## src/rtl/out_pkg.sv

```systemverilog
package out_pkg;

    // Datapath width of the coprocessor result
    localparam int data_w = 32;

    // UART timing, kept short for simulation
    localparam int clks_per_bit = 8;                      // Cycles per serial bit
    localparam int baud_cnt_w   = $clog2(clks_per_bit);

    // Transmission sequencing delays
    localparam int wait_reg_cycles = 4;                   // Capture to first byte start
    localparam int inter_byte_gap  = 16;                  // Busy fall to next byte start
    localparam int gap_cnt_w       = $clog2(inter_byte_gap + 1);

    // Display scan and BCD conversion
    localparam int scan_div     = 4;                      // Cycles per lit digit
    localparam int scan_cnt_w   = $clog2(scan_div);
    localparam int num_digits   = 8;
    localparam int digit_idx_w  = $clog2(num_digits);
    localparam int dabble_cnt_w = $clog2(data_w);         // One step per input bit
    localparam logic [data_w-1:0] bcd_max = 32'd99_999_999; // Above this, show all nines

    // One-hot operation select from the control unit, dot is the MSB
    typedef struct packed {
        logic dot;
        logic man;
        logic euc;
        logic avg;
        logic sum;
        logic read;
    } op_sel_t;

    typedef enum logic [2:0] {
        IDLE,
        WAIT_REG,
        SEND,
        WAIT_BUSY,
        GAP
    } tx_state_e;

    // Result byte on the wire, B0 goes first
    typedef enum logic [1:0] {
        B0,
        B1,
        B2,
        B3
    } byte_sel_e;

    typedef logic [3:0] bcd_digit_t;
    typedef bcd_digit_t [num_digits-1:0] bcd_word_t;      // Digit 0 is least significant

endpackage

```

## src/rtl/bin2bcd.sv

```systemverilog
`timescale 1ns/1ps

module bin2bcd import out_pkg::*; (
    input  logic              clk,
    input  logic              arst_n,
    input  logic              start,
    input  logic [data_w-1:0] bin,
    output bcd_word_t         bcd
);

    logic                    active;
    logic [dabble_cnt_w-1:0] step;
    logic [data_w-1:0]       bin_sr;
    bcd_word_t               bcd_sr;
    bcd_word_t               bcd_adj;
    bcd_word_t               bcd_next;

    // Add 3 to any digit of five or more, then shift in the next bit
    always_comb begin
        for (int i = 0; i < num_digits; i++) begin
            if (bcd_sr[i] >= 4'd5) begin
                bcd_adj[i] = bcd_sr[i] + 4'd3;
            end else begin
                bcd_adj[i] = bcd_sr[i];
            end
        end
        // Top bit always zero, saturated input stays below eight digits
        bcd_next = {bcd_adj[num_digits-1][2:0], bcd_adj[num_digits-2:0], bin_sr[data_w-1]};
    end

    always_ff @(posedge clk) begin
        if (start) begin
            bin_sr <= (bin > bcd_max) ? bcd_max : bin; // Saturate to eight digits
            bcd_sr <= '0;
        end else if (active) begin
            bin_sr <= bin_sr << 1;
            bcd_sr <= bcd_next;
        end
    end

    always_ff @(posedge clk or negedge arst_n) begin
        if (!arst_n) begin
            active <= 1'b0;
            step   <= '0;
            bcd    <= '0;
        end else if (start) begin
            active <= 1'b1;
            step   <= '0;
        end else if (active) begin
            step <= step + 1'b1;
            if (step == dabble_cnt_w'(data_w - 1)) begin
                active <= 1'b0;
                bcd    <= bcd_next;               // Last shift goes straight out
            end
        end
    end

endmodule

```

## src/rtl/output_interface.sv

```systemverilog
`timescale 1ns/1ps

module output_interface import out_pkg::*; (
    input  logic                  clk,
    input  logic                  arst_n,
    input  logic                  begin_transmission,
    input  op_sel_t               op_sel,
    input  logic [data_w-1:0]     result_data,
    output logic                  tx,
    output logic                  tx_start,
    output logic                  tx_busy,
    output logic [7:0]            tx_data,
    output logic [6:0]            segments,
    output logic [num_digits-1:0] an
);

    logic              capture;
    logic              bcd_start;
    byte_sel_e         byte_sel;
    logic [data_w-1:0] result_q;
    bcd_word_t         bcd;
    logic              display_en;

    // Only averaged and distance results go to the display
    assign display_en = op_sel.avg | op_sel.euc | op_sel.man;

    tx_ctrl tx_ctrl_i (
        .clk                (clk),
        .arst_n             (arst_n),
        .begin_transmission (begin_transmission),
        .op_sel             (op_sel),
        .tx_busy            (tx_busy),
        .capture            (capture),
        .byte_sel           (byte_sel),
        .tx_start           (tx_start)
    );

    result_buffer result_buffer_i (
        .clk         (clk),
        .arst_n      (arst_n),
        .capture     (capture),
        .byte_sel    (byte_sel),
        .result_data (result_data),
        .tx_data     (tx_data),
        .bcd_start   (bcd_start),
        .result_q    (result_q)
    );

    bin2bcd bin2bcd_i (
        .clk    (clk),
        .arst_n (arst_n),
        .start  (bcd_start),
        .bin    (result_q),
        .bcd    (bcd)
    );

    uart_tx uart_tx_i (
        .clk      (clk),
        .arst_n   (arst_n),
        .tx_start (tx_start),
        .tx_data  (tx_data),
        .tx       (tx),
        .tx_busy  (tx_busy)
    );

    seg_driver seg_driver_i (
        .clk      (clk),
        .arst_n   (arst_n),
        .enable   (display_en),
        .bcd      (bcd),
        .segments (segments),
        .an       (an)
    );

endmodule

```

## src/rtl/result_buffer.sv

```systemverilog
`timescale 1ns/1ps

module result_buffer import out_pkg::*; (
    input  logic              clk,
    input  logic              arst_n,
    input  logic              capture,
    input  byte_sel_e         byte_sel,
    input  logic [data_w-1:0] result_data,
    output logic [7:0]        tx_data,
    output logic              bcd_start,
    output logic [data_w-1:0] result_q
);

    // Held copy, the input may move during a transmission
    always_ff @(posedge clk) begin
        if (capture) begin
            result_q <= result_data;
        end
    end

    // Converter starts once the register holds the new value
    always_ff @(posedge clk or negedge arst_n) begin
        if (!arst_n) begin
            bcd_start <= 1'b0;
        end else begin
            bcd_start <= capture;
        end
    end

    always_comb begin
        case (byte_sel)
            B0:      tx_data = result_q[7:0];     // LSB first on the wire
            B1:      tx_data = result_q[15:8];
            B2:      tx_data = result_q[23:16];
            B3:      tx_data = result_q[31:24];
            default: tx_data = result_q[7:0];
        endcase
    end

endmodule

```

## src/rtl/seg_driver.sv

```systemverilog
`timescale 1ns/1ps

module seg_driver import out_pkg::*; (
    input  logic                  clk,
    input  logic                  arst_n,
    input  logic                  enable,
    input  bcd_word_t             bcd,
    output logic [6:0]            segments,
    output logic [num_digits-1:0] an
);

    logic [scan_cnt_w-1:0]  scan_cnt;
    logic [digit_idx_w-1:0] digit_idx;
    bcd_digit_t             digit;
    logic [6:0]             seg_dec;

    assign digit = bcd[digit_idx];

    // Active low, bit 6 is CA down to bit 0 at CG
    always_comb begin
        case (digit)
            4'd0:    seg_dec = 7'b000_0001;
            4'd1:    seg_dec = 7'b100_1111;
            4'd2:    seg_dec = 7'b001_0010;
            4'd3:    seg_dec = 7'b000_0110;
            4'd4:    seg_dec = 7'b100_1100;
            4'd5:    seg_dec = 7'b010_0100;
            4'd6:    seg_dec = 7'b010_0000;
            4'd7:    seg_dec = 7'b000_1111;
            4'd8:    seg_dec = 7'b000_0000;
            4'd9:    seg_dec = 7'b000_0100;
            default: seg_dec = 7'b111_1111;    // Not a BCD digit, dark
        endcase
    end

    always_ff @(posedge clk or negedge arst_n) begin
        if (!arst_n) begin
            scan_cnt  <= '0;
            digit_idx <= '0;
        end else if (scan_cnt == scan_cnt_w'(scan_div - 1)) begin
            scan_cnt <= '0;
            if (digit_idx == digit_idx_w'(num_digits - 1)) begin
                digit_idx <= '0;
            end else begin
                digit_idx <= digit_idx + 1'b1;
            end
        end else begin
            scan_cnt <= scan_cnt + 1'b1;
        end
    end

    // Registered so anode and segments switch on the same edge
    always_ff @(posedge clk or negedge arst_n) begin
        if (!arst_n) begin
            an       <= '1;
            segments <= '1;
        end else if (enable) begin
            an       <= ~(num_digits'(1) << digit_idx);
            segments <= seg_dec;
        end else begin
            an       <= '1;                    // Blank display
            segments <= '1;
        end
    end

endmodule

```

## src/rtl/tx_ctrl.sv

```systemverilog
`timescale 1ns/1ps

module tx_ctrl import out_pkg::*; (
    input  logic      clk,
    input  logic      arst_n,
    input  logic      begin_transmission,
    input  op_sel_t   op_sel,
    input  logic      tx_busy,
    output logic      capture,
    output byte_sel_e byte_sel,
    output logic      tx_start
);

    tx_state_e            state;
    logic [gap_cnt_w-1:0] cnt;
    logic                 busy_q;
    logic                 busy_fall;

    // Accept only from IDLE with some operation selected
    assign capture   = (state == IDLE) && begin_transmission && (|op_sel);
    assign tx_start  = (state == SEND);
    assign busy_fall = busy_q && !tx_busy;

    always_ff @(posedge clk or negedge arst_n) begin
        if (!arst_n) begin
            busy_q <= 1'b0;
        end else begin
            busy_q <= tx_busy;
        end
    end

    always_ff @(posedge clk or negedge arst_n) begin
        if (!arst_n) begin
            state    <= IDLE;
            cnt      <= '0;
            byte_sel <= B0;
        end else begin
            case (state)
                IDLE: begin
                    if (capture) begin
                        state    <= WAIT_REG;
                        cnt      <= gap_cnt_w'(wait_reg_cycles - 1);
                        byte_sel <= B0;
                    end
                end
                WAIT_REG: begin
                    if (cnt == '0) begin
                        state <= SEND;                // Start lands wait_reg_cycles after capture
                    end else begin
                        cnt <= cnt - 1'b1;
                    end
                end
                SEND: begin
                    state <= WAIT_BUSY;               // Single-cycle start strobe
                end
                WAIT_BUSY: begin
                    if (busy_fall) begin
                        if (byte_sel == B3) begin
                            state <= IDLE;            // All four bytes out
                        end else begin
                            state    <= GAP;
                            byte_sel <= byte_sel_e'(byte_sel + 1'b1);
                            // Fall was seen one cycle late, so two less
                            cnt      <= gap_cnt_w'(inter_byte_gap - 2);
                        end
                    end
                end
                GAP: begin
                    if (cnt == '0) begin
                        state <= SEND;
                    end else begin
                        cnt <= cnt - 1'b1;
                    end
                end
                default: begin
                    state <= IDLE;
                end
            endcase
        end
    end

endmodule

```

## src/rtl/uart_tx.sv

```systemverilog
`timescale 1ns/1ps

module uart_tx import out_pkg::*; (
    input  logic       clk,
    input  logic       arst_n,
    input  logic       tx_start,
    input  logic [7:0] tx_data,
    output logic       tx,
    output logic       tx_busy
);

    logic [9:0]            frame;              // Stop, data, start; bit 0 on the line
    logic [baud_cnt_w-1:0] baud_cnt;
    logic [3:0]            bit_cnt;
    logic                  bit_end;

    assign bit_end = (baud_cnt == baud_cnt_w'(clks_per_bit - 1));
    assign tx      = frame[0];

    always_ff @(posedge clk or negedge arst_n) begin
        if (!arst_n) begin
            frame    <= '1;                    // Line idles high
            baud_cnt <= '0;
            bit_cnt  <= '0;
            tx_busy  <= 1'b0;
        end else if (!tx_busy) begin
            if (tx_start) begin
                frame    <= {1'b1, tx_data, 1'b0};
                baud_cnt <= '0;
                bit_cnt  <= '0;
                tx_busy  <= 1'b1;
            end
        end else begin
            if (bit_end) begin
                baud_cnt <= '0;
                frame    <= {1'b1, frame[9:1]}; // Shift in idle level
                if (bit_cnt == 4'd9) begin
                    tx_busy <= 1'b0;           // Stop bit done, ten bit times total
                end else begin
                    bit_cnt <= bit_cnt + 1'b1;
                end
            end else begin
                baud_cnt <= baud_cnt + 1'b1;
            end
        end
    end

endmodule

```

## config.mk

```make
export PLATFORM = sky130hd
export DESIGN_NAME = output_interface
export DESIGN_NICKNAME = d
export VERILOG_FILES = /design/src/rtl/out_pkg.sv /design/src/rtl/bin2bcd.sv /design/src/rtl/output_interface.sv /design/src/rtl/result_buffer.sv /design/src/rtl/seg_driver.sv /design/src/rtl/tx_ctrl.sv /design/src/rtl/uart_tx.sv
export SDC_FILE = /design/constraint.sdc
export NUM_CORES = 1
export LEC_CHECK = 0
export BUFFER_PORTS_ARGS = -buffer_cell sky130_fd_sc_hd__buf_4
export CAP_MARGIN = 20
export CORE_ASPECT_RATIO = 1.25
export CORE_MARGIN = 2
export CORE_UTILIZATION = 36
export DETAILED_ROUTE_END_ITERATION = 8
export PLACE_DENSITY = 0.53
export SYNTH_ARGS = -nofsm -noshare
export SYNTH_HDL_FRONTEND = slang
export SYNTH_SLANG_ARGS = --single-unit
```

## constraint.sdc

```tcl
create_clock -name clk -period 4.55 [get_ports clk]
set_input_delay 0.2275 -clock clk [delete_from_list [all_inputs] [get_ports clk]]
set_output_delay 0.2275 -clock clk [all_outputs]
set_load 0.1 [all_outputs]
```

==> results.sh <==
export IMPL_cts_root_buf="clkbuf_16"
export IMPL_syn_to_final_growth_pct=19.5
export IMPL_synth_ff_type="edfxtp_1"
export IMPL_num_fill_cells=2270
export IMPL_clock_sinks=183
export IMPL_leakage_nw=4.60
export IMPL_yosysTopAreaCell="edfxtp_1"
export IMPL_cp_num_cells=5
export IMPL_synth_area_mm2=0.00875
export IMPL_cts_tree="yes"
export IMPL_crit_fanout=8
export IMPL_core_area_mm2=0.0238
export IMPL_syn_avg_cell_area_um2=11.2
export IMPL_synth_top_area_frac=0.220
export IMPL_die_h_um=178
export IMPL_setup_viol=0
export IMPL_final_setup_skew_ns=0.0136
export IMPL_start_util=0.368
export IMPL_postCtsSetupRepairBufs=0
export IMPL_rrSetupSlack_ns=2.14
export IMPL_gp_routability_congestion=0.795
export IMPL_ant_nets=0
export IMPL_worstPathCellList="inv_1, ha_1, a222oi_1, mux2i_1, buf_4"
export IMPL_critPathSlowestCell="a222oi_1"
export IMPL_cts_buffer_depth=2
export IMPL_crit_arrival_ns=2.24
export IMPL_ir_drop_mv=0.779
export IMPL_tns_ns=0
export IMPL_drt_wirelength_per_cell_um=14.7
export IMPL_slew_viol_final=0
export IMPL_antenna_found_initial=0
export IMPL_cts_buffers=17
export IMPL_fin_crit_ns=2.47
export IMPL_grt_pass1_wl_um=29100
export IMPL_async_flop_share=0.475
export IMPL_max_cap_violations=0
export IMPL_r2r_cells=7
export IMPL_viasPerCell=4.88
export IMPL_synthTopCellsByArea="edfxtp_1 (22%), dfrtp_1 (18%), dfxtp_1 (7.3%)"
export IMPL_r2r_end="seg_driver_i.segments[1]"
export IMPL_yosys_cell_types_count=66
export IMPL_worstSetupPathType="reg -> out"
export IMPL_io_pins=67
export IMPL_hpwl_um=11900
export IMPL_hold_viol_final=0
export IMPL_rows=63
export IMPL_wl_um=17800
export IMPL_period_share=0.542
export IMPL_outcome="completed"
export IMPL_n_antenna_cell=0
export IMPL_ys_ff_latch=183
export IMPL_worstHoldPathType="in -> reg"
export IMPL_clk_pin_slew_ns=0.06
export IMPL_track_usage=0.144
export IMPL_synthTopCellsByCount="nor2_1 (67), nand2_1 (65), edfxtp_1 (64)"
export IMPL_timing_slew_headroom=0.384
export IMPL_setup_slack_ns=2.08
export IMPL_vias=5899
export IMPL_clock_latency_ns=0.43
export IMPL_cpPeakStageDelay_ns=0.48
export IMPL_crit_start="tx_ctrl_i.byte_sel[0]"
export IMPL_grt_max_degree=80
export IMPL_drtIter0Drc=426
export IMPL_grt_pass1_vias=5799
export IMPL_tightest_slew_ns=0.924
export IMPL_worstPathRequired_ns=4.32
export IMPL_synth_edff_count=64
export IMPL_dieArea_mm2=0.0256
export IMPL_crit_family="compound AO/OA/AOI/OAI gates"
export IMPL_crit_end="tx_data[2]"
export IMPL_drive_gt1_frac=0.194
export IMPL_crit_path_end_kind="output port"
export IMPL_start_kind="flop"
export IMPL_dr_pass1_iters=6
export IMPL_htreeDepth=4
export IMPL_chipWidth_um=143
export IMPL_cp_num_buf_inv=2
export IMPL_max_freq_ghz=0.406
export IMPL_rsz0062_at_grt="no"
export IMPL_p_per_area_mw_per_mm2=656
export IMPL_port_buffers=66
export IMPL_drc=0
export IMPL_synth_most_common_cell="nor2_1"
export IMPL_nets=952
export IMPL_grt_overflow_total=0
export IMPL_synth_seq_area_share=0.545
export IMPL_syn_num_nets=866
export IMPL_synthCells=784
export IMPL_rr_startpoint="seg_driver_i.digit_idx[0]"
export IMPL_yosys_warnings=0
export IMPL_dp_slack_ns=2.11
==> power breakdown <==
part | leakage, nW | internal [mW] | switching (mW) | total (mW)
clock network | 0.278 | 0.832 | 0.637 | 1.47
registers | 1.97 | 2.33 | 0.396 | 2.72
logic | 2.35 | 1.01 | 1.66 | 2.66
==> flip-flops by register name, indices dropped and copies added, names as in the netlist, 4 cells and up <==
register and count:
bin2bcd_i.bcd_sr 32, bin2bcd_i.bcd 32, result_buffer_i.result_q 32, bin2bcd_i.step 5
seg_driver_i.an 8, bin2bcd_i.bin_sr 32, seg_driver_i.segments 7, uart_tx_i.frame 9
tx_ctrl_i.cnt 5, uart_tx_i.bit_cnt 4
==> per-layer routing <==
| layer | wire (um) | GRT usage |
|---|---|---|
| met1 | 8170 | 0.185 |
| met2 | 8840 | 0.246 |
| met3 | 562 | 0.0226 |
| met4 | 221 | 0.0490 |
| met5 | 0 | 0 |
==> what timing repair did <==
action	4_1_cts	5_1_grt
hold buffers	33	0
endpoints found under the hold margin	47	0
endpoints found under the setup margin	0	0
gates resized for setup	0	0
==> worst register-to-register path: stages, from the launching register on <==
cell and delay [ns]:
dfrtp_1 0.66, mux4_1 0.63, mux2i_1 0.38, inv_1 0.16
ha_1 0.23, nand2_1 0.08, o21a_1 0.14, a21oi_2 0.06
==> metrics by stage <==
step / power [mW] / area (um^2) / utilization / hold slack [ns] / std cells
floorplan: 4.79 / 8750 / - / -0.0681 / 784
global placement: 5.39 / 9530 / 0.400 / 0.208 / 1141
detailed placement: 5.43 / 9550 / 0.401 / 0.208 / 1142
CTS: 6.94 / 10500 / 0.439 / 0.195 / 1207
global route: 7.33 / 10500 / 0.439 / 0.241 / 1208
finish: 6.86 / 10500 / 0.439 / 0.213 / 1208
==> logic make-up after synthesis <==
kind of cell / synth area share
adder cells (fa/ha/maj): 0.0586
multiplexers: 0.0971
flip-flops: 0.545
AO/OA/AOI/OAI: 0.119
buffers and inverters: 0.0405
XOR/XNOR: 0.0140
AND/OR/NAND/NOR: 0.126
==> how the worst min path moves through the flow <==
stage | cells past startpoint | slack, ns | end | from
global placement | 1 | 0.21 | bin2bcd_i.bcd[24] | arst_n
floorplan | 0 | -0.07 | bin2bcd_i.active | arst_n
finish | 4 | 0.21 | tx_ctrl_i.state[0] | begin_transmission
detailed placement | 1 | 0.21 | bin2bcd_i.bcd[24] | arst_n
global route | 4 | 0.24 | tx_ctrl_i.state[0] | begin_transmission
CTS | 4 | 0.20 | tx_ctrl_i.state[0] | begin_transmission
==> cells in the final DEF, fill, tap and decap left out, drive strengths merged, types with 32 or more instances in the layout <==
master	netlist	routed
nor2	69	69
dfxtp	32	32
dfrtp	63	63
nand2	67	67
dlygate4sd3	0	33
o21ai	58	58
ha	41	41
buf	17	74
edfxtp	64	64
mux2i	44	44
inv	42	47
a21oi	51	51
==> layout make-up <==
class                           instances  area [um^2]  share of cell area
Clock buffer                           22          457              0.0437
Clock inverter                         10          116              0.0111
Inverter                               45          169              0.0162
Multi-Input combinational cell        516         3640               0.348
Sequential cell                       183         4770               0.456
Tap cell                              325          407              0.0389
Timing Repair Buffer                  107          898              0.0859
(Power assumes the default switching activity.)
